**src/verilog/vendPkg.sv**
```systemverilog
package vendPkg;

    localparam int moneyBits = 9;   // wide enough for the 500 cent ceiling
    localparam int numItems  = 9;
    localparam int numCoins  = 6;

    typedef logic [moneyBits-1:0] moneyT;
    typedef logic [15:0] bcdT;      // four BCD digits, digit 0 in the low nibble

    // cents per coin button, bit 0 upward
    localparam moneyT coinValues [0:numCoins-1] = '{
        9'd5,
        9'd10,
        9'd25,
        9'd50,
        9'd100,
        9'd500
    };

    // item A1 first, C3 last; a zero price marks a sold out item
    localparam moneyT defaultPrices [0:numItems-1] = '{
        9'd100, 9'd0,   9'd125,
        9'd175, 9'd225, 9'd250,
        9'd100, 9'd325, 9'd375
    };

    // active low segments, segment a in the lsb
    localparam logic [6:0] segDigits [0:9] = '{
        7'b1000000,
        7'b1111001,
        7'b0100100,
        7'b0110000,
        7'b0011001,
        7'b0010010,
        7'b0000010,
        7'b1111000,
        7'b0000000,
        7'b0010000
    };

    localparam logic [6:0] segMinus = 7'b0111111;   // middle bar only

endpackage

```
**src/verilog/buttonSync.sv**
```systemverilog
module buttonSync #(
    parameter type payloadT = logic
) (
    input  logic    A1,
    input  logic    A2,
    input  payloadT buttons,
    output payloadT pressed
);

    payloadT syncMeta;   // first synchronizer stage
    payloadT syncHeld;   // second stage, safe to use
    payloadT heldLast;   // previous held state for edge detect

    always_ff @(posedge A1 or posedge A2) begin
        if (A2) begin
            syncMeta <= '0;
            syncHeld <= '0;
            heldLast <= '0;
        end else begin
            syncMeta <= ~buttons;   // buttons are active low
            syncHeld <= syncMeta;
            heldLast <= syncHeld;
        end
    end

    // one pulse per press, on the released to held transition
    assign pressed = syncHeld & ~heldLast;

endmodule

```
**src/verilog/priceTable.sv**
```systemverilog
module priceTable import vendPkg::*; #(
    parameter moneyT prices [0:numItems-1] = defaultPrices
) (
    input  moneyT               credit,
    input  logic [numItems-1:0] itemPress,
    output moneyT               itemPrice,
    output logic [numItems-1:0] affordLeds,
    output logic [numItems-1:0] soldOutLeds
);

    genvar i;

    generate
        for (i = 0; i < numItems; i++) begin : gLed
            // a sold out item is never shown as affordable
            assign affordLeds[i]  = (credit >= prices[i]) && (prices[i] != '0);
            assign soldOutLeds[i] = (prices[i] == '0);
        end
    endgenerate

    // walk from the top so the lowest pressed item is the one that sticks
    always_comb begin
        itemPrice = '0;
        for (int k = numItems - 1; k >= 0; k--) begin
            if (itemPress[k]) begin
                itemPrice = prices[k];
            end
        end
    end

endmodule

```
**src/verilog/vendControl.sv**
```systemverilog
module vendControl import vendPkg::*; #(
    parameter int maxCredit = 500
) (
    input  logic                A1,
    input  logic                A2,
    input  logic [numCoins-1:0] coinPress,
    input  logic [numItems-1:0] itemPress,
    input  logic                cancelPress,
    input  moneyT               itemPrice,
    input  logic [numItems-1:0] itemAfford,
    output logic [numItems-1:0] dispensedLeds,
    output moneyT               credit,
    output logic                convertStart,
    output moneyT               convertValue,
    output logic                showNegative,
    output logic                showPoint,
    output logic                clearDisplay
);

    moneyT               change;       // change handed back by the last vend
    moneyT               amount;       // credit, price or shortfall to show
    logic                showChange;   // display source is the change register
    moneyT               coinValue;
    logic [moneyBits:0]  coinSum;      // one extra bit so overflow is visible
    logic                coinHit;
    logic                itemHit;
    logic [numItems-1:0] lowestItem;
    logic                pickAfford;
    moneyT               shortfall;

    // lowest coin bit wins inside the bank
    always_comb begin
        coinValue = '0;
        for (int i = numCoins - 1; i >= 0; i--) begin
            if (coinPress[i]) begin
                coinValue = coinValues[i];
            end
        end
    end

    assign coinHit    = |coinPress;
    assign itemHit    = |itemPress;
    assign coinSum    = {1'b0, credit} + {1'b0, coinValue};
    assign lowestItem = itemPress & (~itemPress + 1'b1);   // isolate lowest set bit
    assign pickAfford = |(lowestItem & itemAfford);

    // a sold out item costs nothing, so the whole credit is short
    assign shortfall = (itemPrice == '0) ? credit : itemPrice - credit;

    assign convertValue = showChange ? change : amount;

    // event priority is cancel, then coins, then items
    always_ff @(posedge A1 or posedge A2) begin
        if (A2) begin
            credit        <= '0;
            change        <= '0;
            amount        <= '0;
            showChange    <= 1'b0;
            dispensedLeds <= '0;
            convertStart  <= 1'b0;
            showNegative  <= 1'b0;
            showPoint     <= 1'b0;
            clearDisplay  <= 1'b0;
        end else begin
            convertStart <= 1'b0;
            clearDisplay <= 1'b0;
            if (cancelPress) begin
                credit        <= '0;
                change        <= '0;
                dispensedLeds <= '0;
                showNegative  <= 1'b0;
                showPoint     <= 1'b0;
                clearDisplay  <= 1'b1;
            end else if (coinHit) begin
                if (coinSum <= maxCredit) begin   // otherwise the coin is rejected
                    credit       <= coinSum[moneyBits-1:0];
                    amount       <= coinSum[moneyBits-1:0];
                    showChange   <= 1'b0;
                    showNegative <= 1'b0;
                    showPoint    <= 1'b1;
                    convertStart <= 1'b1;
                end
            end else if (itemHit) begin
                showPoint    <= 1'b1;
                convertStart <= 1'b1;
                if (credit == '0) begin   // price check only
                    amount       <= itemPrice;
                    showChange   <= 1'b0;
                    showNegative <= 1'b0;
                end else if (pickAfford) begin
                    change        <= credit - itemPrice;
                    credit        <= '0;   // one item per payment
                    dispensedLeds <= lowestItem;
                    showChange    <= 1'b1;
                    showNegative  <= 1'b0;
                end else begin
                    amount       <= shortfall;
                    showChange   <= 1'b0;
                    showNegative <= 1'b1;
                end
            end
        end
    end

endmodule

```
**src/verilog/bcdConverter.sv**
```systemverilog
module bcdConverter import vendPkg::*; (
    input  logic  A1,
    input  logic  A2,
    input  logic  convertStart,
    input  moneyT convertValue,
    input  logic  showNegative,
    input  logic  showPoint,
    output logic  digitsValid,
    output bcdT   digits,
    output logic  negativeOut,
    output logic  pointOut
);

    localparam int countBits = $clog2(moneyBits + 1);
    localparam logic [countBits-1:0] lastCount = countBits'(moneyBits);

    logic                 busy;
    logic [countBits-1:0] bitCount;     // bits shifted so far
    moneyT                shiftReg;     // binary value, msb leaves first
    bcdT                  work;         // partial BCD result
    bcdT                  adjusted;
    logic                 negLatch;     // flags ride along with the value
    logic                 pointLatch;

    function automatic bcdT addThree(bcdT value);
        bcdT result;
        for (int i = 0; i < 4; i++) begin
            if (value[4*i +: 4] >= 4'd5) begin
                result[4*i +: 4] = value[4*i +: 4] + 4'd3;
            end else begin
                result[4*i +: 4] = value[4*i +: 4];
            end
        end
        return result;
    endfunction

    assign adjusted = addThree(work);

    // sequencing, a new start simply restarts the count
    always_ff @(posedge A1 or posedge A2) begin
        if (A2) begin
            busy        <= 1'b0;
            bitCount    <= '0;
            digitsValid <= 1'b0;
        end else begin
            digitsValid <= 1'b0;
            if (convertStart) begin
                busy     <= 1'b1;
                bitCount <= '0;
            end else if (busy) begin
                if (bitCount == lastCount) begin
                    busy        <= 1'b0;
                    digitsValid <= 1'b1;
                end else begin
                    bitCount <= bitCount + 1'b1;
                end
            end
        end
    end

    always_ff @(posedge A1) begin
        if (convertStart) begin
            shiftReg   <= convertValue;
            work       <= '0;
            negLatch   <= showNegative;
            pointLatch <= showPoint;
        end else if (busy) begin
            if (bitCount == lastCount) begin   // all bits in, publish result
                digits      <= work;
                negativeOut <= negLatch;
                pointOut    <= pointLatch;
            end else begin
                work     <= {adjusted[14:0], shiftReg[moneyBits-1]};
                shiftReg <= shiftReg << 1;
            end
        end
    end

endmodule

```
**src/verilog/displayScanner.sv**
```systemverilog
module displayScanner import vendPkg::*; #(
    parameter int scanBits = 17
) (
    input  logic       A1,
    input  logic       A2,
    input  logic       digitsValid,
    input  bcdT        digits,
    input  logic       negativeOut,
    input  logic       pointOut,
    input  logic       clearDisplay,
    output logic [3:0] anodes,
    output logic [7:0] segments
);

    bcdT               shown;        // digits currently on the display
    logic              negShown;
    logic              pointShown;
    logic [scanBits+1:0] scanCount;  // free running divider
    logic [1:0]        scanSel;
    logic [3:0]        digitVal;
    logic [6:0]        segPattern;
    logic              pointOn;

    always_ff @(posedge A1 or posedge A2) begin
        if (A2) begin
            shown      <= '0;
            negShown   <= 1'b0;
            pointShown <= 1'b0;
        end else if (clearDisplay) begin
            shown      <= '0;
            negShown   <= 1'b0;
            pointShown <= 1'b0;
        end else if (digitsValid) begin
            shown      <= digits;
            negShown   <= negativeOut;
            pointShown <= pointOut;
        end
    end

    always_ff @(posedge A1 or posedge A2) begin
        if (A2) begin
            scanCount <= '0;
        end else begin
            scanCount <= scanCount + 1'b1;
        end
    end

    assign scanSel  = scanCount[scanBits+1:scanBits];
    assign digitVal = shown[4*scanSel +: 4];

    // leading digit is always zero for a shortfall, so the minus takes its place
    always_comb begin
        if (negShown && scanSel == 2'd3) begin
            segPattern = segMinus;
        end else begin
            segPattern = segDigits[digitVal];
        end
    end

    assign pointOn  = pointShown && (scanSel == 2'd2);   // dollars and cents split
    assign anodes   = ~(4'b0001 << scanSel);             // active low enable
    assign segments = {segPattern, ~pointOn};

endmodule

```
**src/verilog/vendingMachine.sv**
```systemverilog
module vendingMachine import vendPkg::*; #(
    parameter int    maxCredit = 500,
    parameter moneyT prices [0:numItems-1] = defaultPrices,
    parameter int    scanBits  = 17
) (
    input  logic                A1,
    input  logic                A2,
    input  logic [numItems-1:0] itemButtons,
    input  logic [numCoins-1:0] coinButtons,
    input  logic                cancelButton,
    output logic [numItems-1:0] affordLeds,
    output logic [numItems-1:0] soldOutLeds,
    output logic [numItems-1:0] dispensedLeds,
    output logic [3:0]          anodes,
    output logic [7:0]          segments
);

    logic [numItems-1:0] itemPress;
    logic [numCoins-1:0] coinPress;
    logic                cancelPress;
    moneyT               credit;
    moneyT               itemPrice;
    logic                convertStart;
    moneyT               convertValue;
    logic                showNegative;
    logic                showPoint;
    logic                clearDisplay;
    logic                digitsValid;
    bcdT                 digits;
    logic                negativeOut;
    logic                pointOut;

    buttonSync #(.payloadT(logic [numItems-1:0])) itemSync (
        .A1      (A1),
        .A2      (A2),
        .buttons (itemButtons),
        .pressed (itemPress)
    );

    buttonSync #(.payloadT(logic [numCoins-1:0])) coinSync (
        .A1      (A1),
        .A2      (A2),
        .buttons (coinButtons),
        .pressed (coinPress)
    );

    buttonSync #(.payloadT(logic)) cancelSync (
        .A1      (A1),
        .A2      (A2),
        .buttons (cancelButton),
        .pressed (cancelPress)
    );

    priceTable #(.prices(prices)) prices0 (
        .credit      (credit),
        .itemPress   (itemPress),
        .itemPrice   (itemPrice),
        .affordLeds  (affordLeds),
        .soldOutLeds (soldOutLeds)
    );

    vendControl #(.maxCredit(maxCredit)) control0 (
        .A1            (A1),
        .A2            (A2),
        .coinPress     (coinPress),
        .itemPress     (itemPress),
        .cancelPress   (cancelPress),
        .itemPrice     (itemPrice),
        .itemAfford    (affordLeds),   // green LEDs double as the afford flags
        .dispensedLeds (dispensedLeds),
        .credit        (credit),
        .convertStart  (convertStart),
        .convertValue  (convertValue),
        .showNegative  (showNegative),
        .showPoint     (showPoint),
        .clearDisplay  (clearDisplay)
    );

    bcdConverter convert0 (
        .A1           (A1),
        .A2           (A2),
        .convertStart (convertStart),
        .convertValue (convertValue),
        .showNegative (showNegative),
        .showPoint    (showPoint),
        .digitsValid  (digitsValid),
        .digits       (digits),
        .negativeOut  (negativeOut),
        .pointOut     (pointOut)
    );

    displayScanner #(.scanBits(scanBits)) display0 (
        .A1           (A1),
        .A2           (A2),
        .digitsValid  (digitsValid),
        .digits       (digits),
        .negativeOut  (negativeOut),
        .pointOut     (pointOut),
        .clearDisplay (clearDisplay),
        .anodes       (anodes),
        .segments     (segments)
    );

endmodule

```
**config.mk**
```make
export PLATFORM = sky130hd
export DESIGN_NAME = vendingMachine
export DESIGN_NICKNAME = d
export VERILOG_FILES = /design/src/verilog/vendPkg.sv /design/src/verilog/buttonSync.sv /design/src/verilog/priceTable.sv /design/src/verilog/vendControl.sv /design/src/verilog/bcdConverter.sv /design/src/verilog/displayScanner.sv /design/src/verilog/vendingMachine.sv
export SDC_FILE = /design/constraint.sdc
export NUM_CORES = 1
export LEC_CHECK = 0
export BUFFER_PORTS_ARGS = -buffer_cell sky130_fd_sc_hd__buf_2
export CORE_ASPECT_RATIO = 1.5
export CORE_MARGIN = 1.5
export CORE_UTILIZATION = 29
export CTS_CLUSTER_DIAMETER = 120
export DETAILED_ROUTE_END_ITERATION = 6
export GPL_ROUTABILITY_DRIVEN = 0
export PLACE_DENSITY_LB_ADDON = 0.15
export SETUP_SLACK_MARGIN = 0.4
export SYNTH_ARGS = -nofsm -noshare
export SYNTH_HDL_FRONTEND = slang
export SYNTH_SLANG_ARGS = --single-unit
```
**constraint.sdc**
```tcl
create_clock -name A1 -period 4.9 [get_ports A1]
set_input_delay 0.98 -clock A1 [delete_from_list [all_inputs] [get_ports A1]]
set_output_delay 0.98 -clock A1 [all_outputs]
set_load 0.05 [all_outputs]
```
-- Yosys cells after proc, flatten, opt, wreduce, memory -nomap -nowiden
Memories as Yosys holds them, arrays and structs flattened.
Cells that the tools add are included.
- bits in registers: 177
- ROM bits: 112
- input bits: 18
- output and inout bits: 39
- logic and storage cells: 189
- memories: 1
- memory list (memory ; depth ; bits a word ; read ports ; clocked after Yosys merged registers in ; write ports ; line ; source):
    (no name shown) ; 16 ; 7 ; 1 ; 0 ; 0 ; displayScanner.sv:56 ; segPattern = segDigits[digitVal];
- add/sub/neg operators: 10
- $lt $le $gt $ge: 13
- equal/unequal tests: 10
- shift operators: 2
- mux-type cells: 81
- bitwise operators: 18
- reductions and logical operators: 22
- operators with widths (operator ; number):
    $mux W9 ; 40
    $mux W16 ; 2
    $mux W1 ; 29
    $and A9 B9 Y9 ; 3
    $ge A9 B8 Y1 const B ; 3
    $not A9 Y9 ; 3
    $mux W4 ; 6
    $mux W7 ; 3
    $add A19 B1 Y19 const B ; 1
    $ge A9 B7 Y1 const B ; 2
    $ge A9 B9 Y1 const B ; 2
    $logic_not A9 Y1 ; 2
    $reduce_or A9 Y1 ; 2
    $sub A9 B9 Y9 ; 2
    $ge A4 B3 Y1 const B ; 4
    $shiftx A16 B5 Y4 ; 1
    $add A4 B2 Y4 const B ; 3
    $not A6 Y6 ; 2
    $reduce_and A4 Y1 ; 3
    $add A9 B9 Y10 ; 1
    $le A10 B9 Y1 const B ; 1
    $reduce_bool A2 Y1 ; 5
    $add A9 B1 Y9 const B ; 1
    $ne A2 B2 Y1 const B ; 4
    other kinds (19) ; 31

-- Logic depth before layout (Yosys ltp)
- depth in word-level cells: 17
- mapped depth: 15
- gate-level depth less buffers: 15

-- Hierarchy
Synthesis repeated with hierarchy kept, for this count alone.
- cells, all modules: 926
- area, all modules: 9635.5 sq um
- modules (own cells, without submodules) (module ; times used ; cells each ; area an instance (sq um) ; sequential area each (sq um)):
    vendControl ; 1 ; 419 ; 3548.4 ; 1026.0
    bcdConverter ; 1 ; 199 ; 2304.7 ; 1341.3
    displayScanner ; 1 ; 163 ; 1885.6 ; 925.9
    buttonSync at itemSync ; 1 ; 46 ; 837.1 ; 675.6
    buttonSync at coinSync ; 1 ; 31 ; 559.3 ; 450.4
    priceTable ; 1 ; 62 ; 404.1 ; 0.0
    buttonSync at cancelSync ; 1 ; 6 ; 96.3 ; 75.1

-- Worst setup path after synthesis
OpenSTA, ideal clock, no wires.
- path type: flip-flop to output port
- start: register display0.scanCount[17]
- end: output port segments[4]
- data arrival time: 2820 ps
- required time: 3920 ps
- slack: 1100 ps
- stages on the path, launching flop included: 8
- buffers on the path: 1
- path through: dfrtp_1 buf_1 mux4_2 inv_1 ha_1 nand2_1 o21ai_0 o21ai_0
- longest elaborated chain between the ends: 6
- elaborated cells between the ends (all ways): 8
- those cells by class: 1 x eq/ne; 1 x shift; 3 x mux; 1 x bitwise; 1 x reduce/logical; 1 x memory
- ends and longest elaborated chain (what ; line ; source):
    from (decl) ; displayScanner.sv:18 ; logic [scanBits+1:0] scanCount;
    from (signal assigned) ; displayScanner.sv:44 ; scanCount <= scanCount + 1'b1;
    $shiftx A16 B5 Y4 ; displayScanner.sv:49 ; assign digitVal = shown[4*scanSel +: 4];
    $not A4 Y5 (implied by the code) ; displayScanner.sv:56 ;
    $mem_v2 Z16 W7 ; -- ;
    $mux W7 (implied by the code) (2 in series) ; displayScanner.sv:56 ;
    $mux W7 (*) ; displayScanner.sv:53 ; if (negShown && scanSel == 2'd3) begin
    to (decl) ; vendingMachine.sv:15 ; output logic [7:0] segments
Every way passes the cells marked *; elsewhere a longest branch is shown, timed or not. The select of a mux whose other input is x is not followed.

-- Worst setup path in the final report
- start: register itemSync.syncHeld[7] (netlist bit)
- end: register control0.amount[8]
- longest elaborated chain between the ends: 15
- elaborated cells between the ends (all ways): 25
- those cells by class: 2 x add/sub; 1 x eq/ne; 13 x mux; 4 x bitwise; 5 x reduce/logical
- ends and longest elaborated chain (what ; line ; source):
    from (decl) ; buttonSync.sv:11 ; payloadT syncHeld;
    from (signal assigned) ; buttonSync.sv:21 ; syncHeld <= syncMeta;
    $and A9 B9 Y9 (*) ; buttonSync.sv:27 ; assign pressed = syncHeld & ~heldLast;
    $mux W9 (8 in series) ; priceTable.sv:25 ; if (itemPress[k]) begin
    $sub A9 B9 Y9 / $logic_not A9 Y1 (equally long branches) ; vendControl.sv:48 ; assign shortfall = (itemPrice == '0) ? credit : itemPrice - credit;
    $mux W9 ; vendControl.sv:48 ;
    $mux W9 ; vendControl.sv:90 ; end else if (pickAfford) begin
    $mux W9 ; vendControl.sv:86 ; if (credit == '0) begin
    $mux W9 ; vendControl.sv:83 ; end else if (itemHit) begin
    $mux W9 ; vendControl.sv:74 ; end else if (coinHit) begin
    to (signal assigned) ; vendControl.sv:77 ; amount <= coinSum[moneyBits-1:0];
    to (signal assigned) ; vendControl.sv:87 ; amount <= itemPrice;
    to (signal assigned) ; vendControl.sv:97 ; amount <= shortfall;
    to (decl) ; vendControl.sv:21 ; moneyT amount;
Marks and branches as above.
A chain may end at the register's enable or synchronous reset.

==> results summary <==
In this run the power density over the cells is 445 nW/um^2. In this run the register-to-register setup slack is 1.00 ns. The post-route minimum period came out at 3.90 ns. The quantity of gates resized following cts came out at 0. The critical path is of the flop to flop type. The final number of max-transition violations is 0. The category of the worst setup path capture point is a flop. The filler-free cell count of the finished design is 1320. The sequential element share of the synthesized area is 50.1%.

Max-cap violations in this run came to 0. The portion of netlist area occupied by mux cells came out at 6.12%. The worst register-to-register path begins at itemSync.syncHeld[7]. The primary flip-flop cell chosen by synthesis mapping is sky130_fd_sc_hd__dfrtp_1. For the worst-skew pair, the clock arrives at the later sink with an insertion delay of 0.45 ns. The number of cells on the worst reg-to-reg path came out at 15.

The remaining antenna violation count after routing is 0. For this design the top-level I/O count stands at 57. The arrival time at the worst endpoint is 4.29 ns.

The register clock-pin slew on the reported worst setup and hold paths is 0.07 ns. STA classifies the critical path startpoint as a flop. The number of placed instances with taps included is 1288. The maximum buffer depth of the clock tree came out at 2. The area share of xor/xnor cells in the synthesized design came out at 3.81%. The netlist area before placement came out at 8970 um^2. The HPWL after detailed placement came out at 15.1 mm. In the synthesized netlist, the number of instances is 875. The number of antenna diodes is 0.

The run finished with clean final reports. Sorting the synthesized cells by area gives the leading types as sky130_fd_sc_hd__dfrtp_1, sky130_fd_sc_hd__edfxtp_1, sky130_fd_sc_hd__ha_1. By area, the combinational part of the netlist is dominated by simple AND/OR/NAND/NOR gates. The count of endpoints failing setup in the final report came out at 0. The combined global-route utilization of all metal layers came out at 13.7%. The H-tree depth came out at 4. The die is 147 um wide. The sink of the worst hold path is coinSync.syncHeld[4]. The maximum frequency from static timing analysis is 0.256 GHz. The leakage power figure is 4.43 nW. The top cell types in the final layout, fill and taps aside, are sky130_fd_sc_hd__dfrtp_1, sky130_fd_sc_hd__nor2_1, sky130_fd_sc_hd__a21oi_1. The fraction of the mapped netlist area in adder cells came out at 6.25%. In this run, synthesis produced a sequential element count of 177. The share of synthesized cell area in and, or, nand and nor gates came out at 15.5%. The average instance area after synthesis came out at 10.3 um^2. The height of the die is 218 um.

The critical path data required time came out at 5.29 ns. The detailed-route wire length per cell came out at 15.8 um. The area taken by multi-input logic gates came out at 4040 um^2. The synthesis-to-finish area growth is 13.1%.

The total DRC errors in the routed layout is 0. The start point of the worst min-delay path is coinSync.syncMeta[4]. The total count of hold-check failures in the final report came out at 0. The path class of the tightest hold or removal check is flop to flop. The number of antenna violations at the first check in global routing came out at 0. The sum of routed wire length over all layers is 20.8 mm. The root buffer cell is sky130_fd_sc_hd__clkbuf_16. The clock skew is 0.0146 ns. The actual transition at the worst max-transition pin came out at 0.965 ns. The unique cell type count in the Yosys netlist is 71.

The biggest area contributor in the post-synthesis netlist is sky130_fd_sc_hd__dfrtp_1. The compound-gate portion of the synthesized area came out at 12.8%. The initial core utilization came out at 29.6%.

In this run the standard cell core region covers 30400 um^2. The die covers 32000 um^2. The overall via count from detail_route is 6169.

The number of sinks handled by clock tree synthesis is 177. TritonCTS built the clock tree. The via count of the first global-routing pass came out at 6235. Using the TritonRoute via totals, the vias-per-cell ratio works out to 4.67. The number of setup buffers added after CTS is 0. The number of nets at the end of the flow came out at 968.

The fraction of registers with async set/reset came out at 74.6%. The post-placement cell area came out at 9550 um^2. The tightest slew margin relative to the limit is 35.7%. The number of instances on the worst hold path is 0. After routing, the total negative slack on setup checks comes to 0 ns.

The share of the cycle needed by the critical path after routing is 79.6%. In this run the tool buffered the top-level ports with 46 buffer cells. The final design area excluding fillers came out at 10100 um^2.

The DRC marker count from the first detailed-route iteration came out at 303. The maximum number of pins on one net before global-route repair came out at 133. The fraction of layout instances using a drive strength above 1 is 12.3%. After floorplanning, the core was divided into 78 placement rows.

The number of hold buffers added after CTS was 0. Leaving out fill and tap cells, the most frequent cell in the layout is sky130_fd_sc_hd__dfrtp_1. For this run, the detailed router's first-pass iteration total came to 5. The share of the synthesized area in the top cell type came out at 36.8%. The number of synthesis warnings is 0. The filler cell count in the final layout came out at 3097. The first global-routing pass estimated 33.7 mm of wire. In this run, synthesis inferred 29 flip-flops with an integrated enable. Clock tree synthesis inserted a total of 17 buffers. The sequential cells in the finished layout cover a total of 4490 um^2. The end of the worst register-to-register path is control0.amount[8].

The maximum resistive drop on vdd is 0.278 mV. The total global routing overflow came out at 0. The largest fanout on the critical path is 6. Setup repair after global routing left no endpoint under its margin.
[synth_stat cells (3+ instances only)]
cell                       count
sky130_fd_sc_hd__nand3b_1      3
sky130_fd_sc_hd__a21o_1       12
sky130_fd_sc_hd__a22oi_1       3
sky130_fd_sc_hd__xnor2_1      27
sky130_fd_sc_hd__o22ai_1      11
sky130_fd_sc_hd__nand2b_1     22
sky130_fd_sc_hd__a211oi_1      4
sky130_fd_sc_hd__o21a_1        6
sky130_fd_sc_hd__mux4_2        4
sky130_fd_sc_hd__o21ai_0      39
sky130_fd_sc_hd__buf_4        14
sky130_fd_sc_hd__and2_1        8
sky130_fd_sc_hd__nand4_1      10
sky130_fd_sc_hd__ha_1         40
sky130_fd_sc_hd__and3_1       12
sky130_fd_sc_hd__clkbuf_1     25
sky130_fd_sc_hd__inv_1        61
sky130_fd_sc_hd__nor3_1       10
sky130_fd_sc_hd__dfxtp_1      16
sky130_fd_sc_hd__xor2_1       12
sky130_fd_sc_hd__a31oi_1       9
sky130_fd_sc_hd__edfxtp_1     29
sky130_fd_sc_hd__or3_1         5
sky130_fd_sc_hd__nand3_1      19
sky130_fd_sc_hd__buf_2         3
sky130_fd_sc_hd__or2_2         4
sky130_fd_sc_hd__fa_1          3
sky130_fd_sc_hd__a21oi_1      68
sky130_fd_sc_hd__mux2_2        6
sky130_fd_sc_hd__mux2i_1      38
sky130_fd_sc_hd__nor3b_1       6
sky130_fd_sc_hd__nor4_1        3
sky130_fd_sc_hd__o31ai_1      10
sky130_fd_sc_hd__dfrtp_1     132
sky130_fd_sc_hd__nand2_1      56
sky130_fd_sc_hd__nor2_1       82
sky130_fd_sc_hd__nor2b_1      18
sky130_fd_sc_hd__o211ai_1      4
[per-layer routing]
metal | vias up | share of wire, % | GRT usage [%]
li1 | 3067 | - | -
met1 | 2950 | 40 | 14.8
met2 | 117 | 54 | 25.5
met3 | 35 | 3.1 | 2.59
met4 | 0 | 2.8 | 6.23
met5 | - | 0 | 0
[sequential cells by signal, summed over array words and instances, names as in the netlist, 4 cells and up]
register and flops:
coinSync.heldLast 6, coinSync.syncHeld 6, coinSync.syncMeta 6, control0.amount 9, control0.change 9, control0.credit 9, control0.dispensedLeds 9, convert0.bitCount 4
convert0.digits 16, convert0.shiftReg 9, convert0.work 16, display0.scanCount 19, display0.shown 16, itemSync.heldLast 9, itemSync.syncHeld 9, itemSync.syncMeta 9
[report_power, final]
group | internal [mW] | switching [mW] | total (mW)
registers | 1.64 | 0.174 | 1.81
logic | 0.506 | 0.802 | 1.31
clock network | 0.798 | 0.598 | 1.40
[critical path, stage by stage (launching register included)]
cell	delay [ns]
sky130_fd_sc_hd__dfrtp_1	0.36
sky130_fd_sc_hd__nor2b_1	0.26
sky130_fd_sc_hd__nor3_1	0.09
sky130_fd_sc_hd__o21ai_0	0.26
sky130_fd_sc_hd__nor2_1	0.06
sky130_fd_sc_hd__o21ai_0	0.45
sky130_fd_sc_hd__inv_1	0.09
sky130_fd_sc_hd__ha_1	0.36
sky130_fd_sc_hd__a21o_1	0.21
sky130_fd_sc_hd__a21oi_1	0.27
sky130_fd_sc_hd__nand2_1	0.15
sky130_fd_sc_hd__a31oi_1	0.32
sky130_fd_sc_hd__mux2_2	0.38
sky130_fd_sc_hd__o32a_1	0.28
sky130_fd_sc_hd__a31oi_1	0.17
sky130_fd_sc_hd__mux2_1	0.14
[through the flow]
| step | utilization (%) | hold WS (ns) | power, mW | worst slack [ns] |
|---|---|---|---|---|
| after global routing | 33.4 | 0.351 | 4.79 | 0.622 |
| final | 33.4 | 0.343 | 4.52 | 1.00 |
| after floorplan | - | 0.331 | 2.81 | 1.10 |
| after global placement | 31.5 | 0.333 | 3.16 | 0.987 |
| after CTS | 33.4 | 0.350 | 4.58 | 0.961 |
| after detailed placement | 31.5 | 0.335 | 3.15 | 0.972 |
[final cells by class]
cell class,instances,area share [%]
Tap cell,400,4.93
Timing Repair Buffer,51,2.76
Sequential cell,177,44.3
Multi-Input combinational cell,598,39.8
Clock buffer,21,4.65
Inverter,62,2.33
Clock inverter,11,1.25
[how the worst max path moves through the flow]
stage                                       from            endpoint  slack [ns]  cells after the start
final                       itemSync.syncHeld[7]  control0.amount[8]        1.00                     15
after global routing        itemSync.syncHeld[7]  control0.amount[8]        0.62                     15
after CTS                   itemSync.syncHeld[7]  control0.amount[8]        0.96                     15
after detailed placement    itemSync.syncHeld[7]  control0.amount[8]        0.97                     15
after global placement      itemSync.syncHeld[7]  control0.amount[8]        0.99                     15
after floorplan           display0.scanCount[17]         segments[4]        1.10                      7
[cell families (layout without fill, tap and decap cells)]
logic type / after synthesis / after routing
compound gates: 185 / 185
xor+xnor: 39 / 39
fa+ha+maj: 43 / 43
buf+inv: 108 / 145
flops: 177 / 177
mux: 49 / 49
other cells: 2 / 10
simple gates: 272 / 272
No activity file was read; power rests on OpenSTA's default activity.
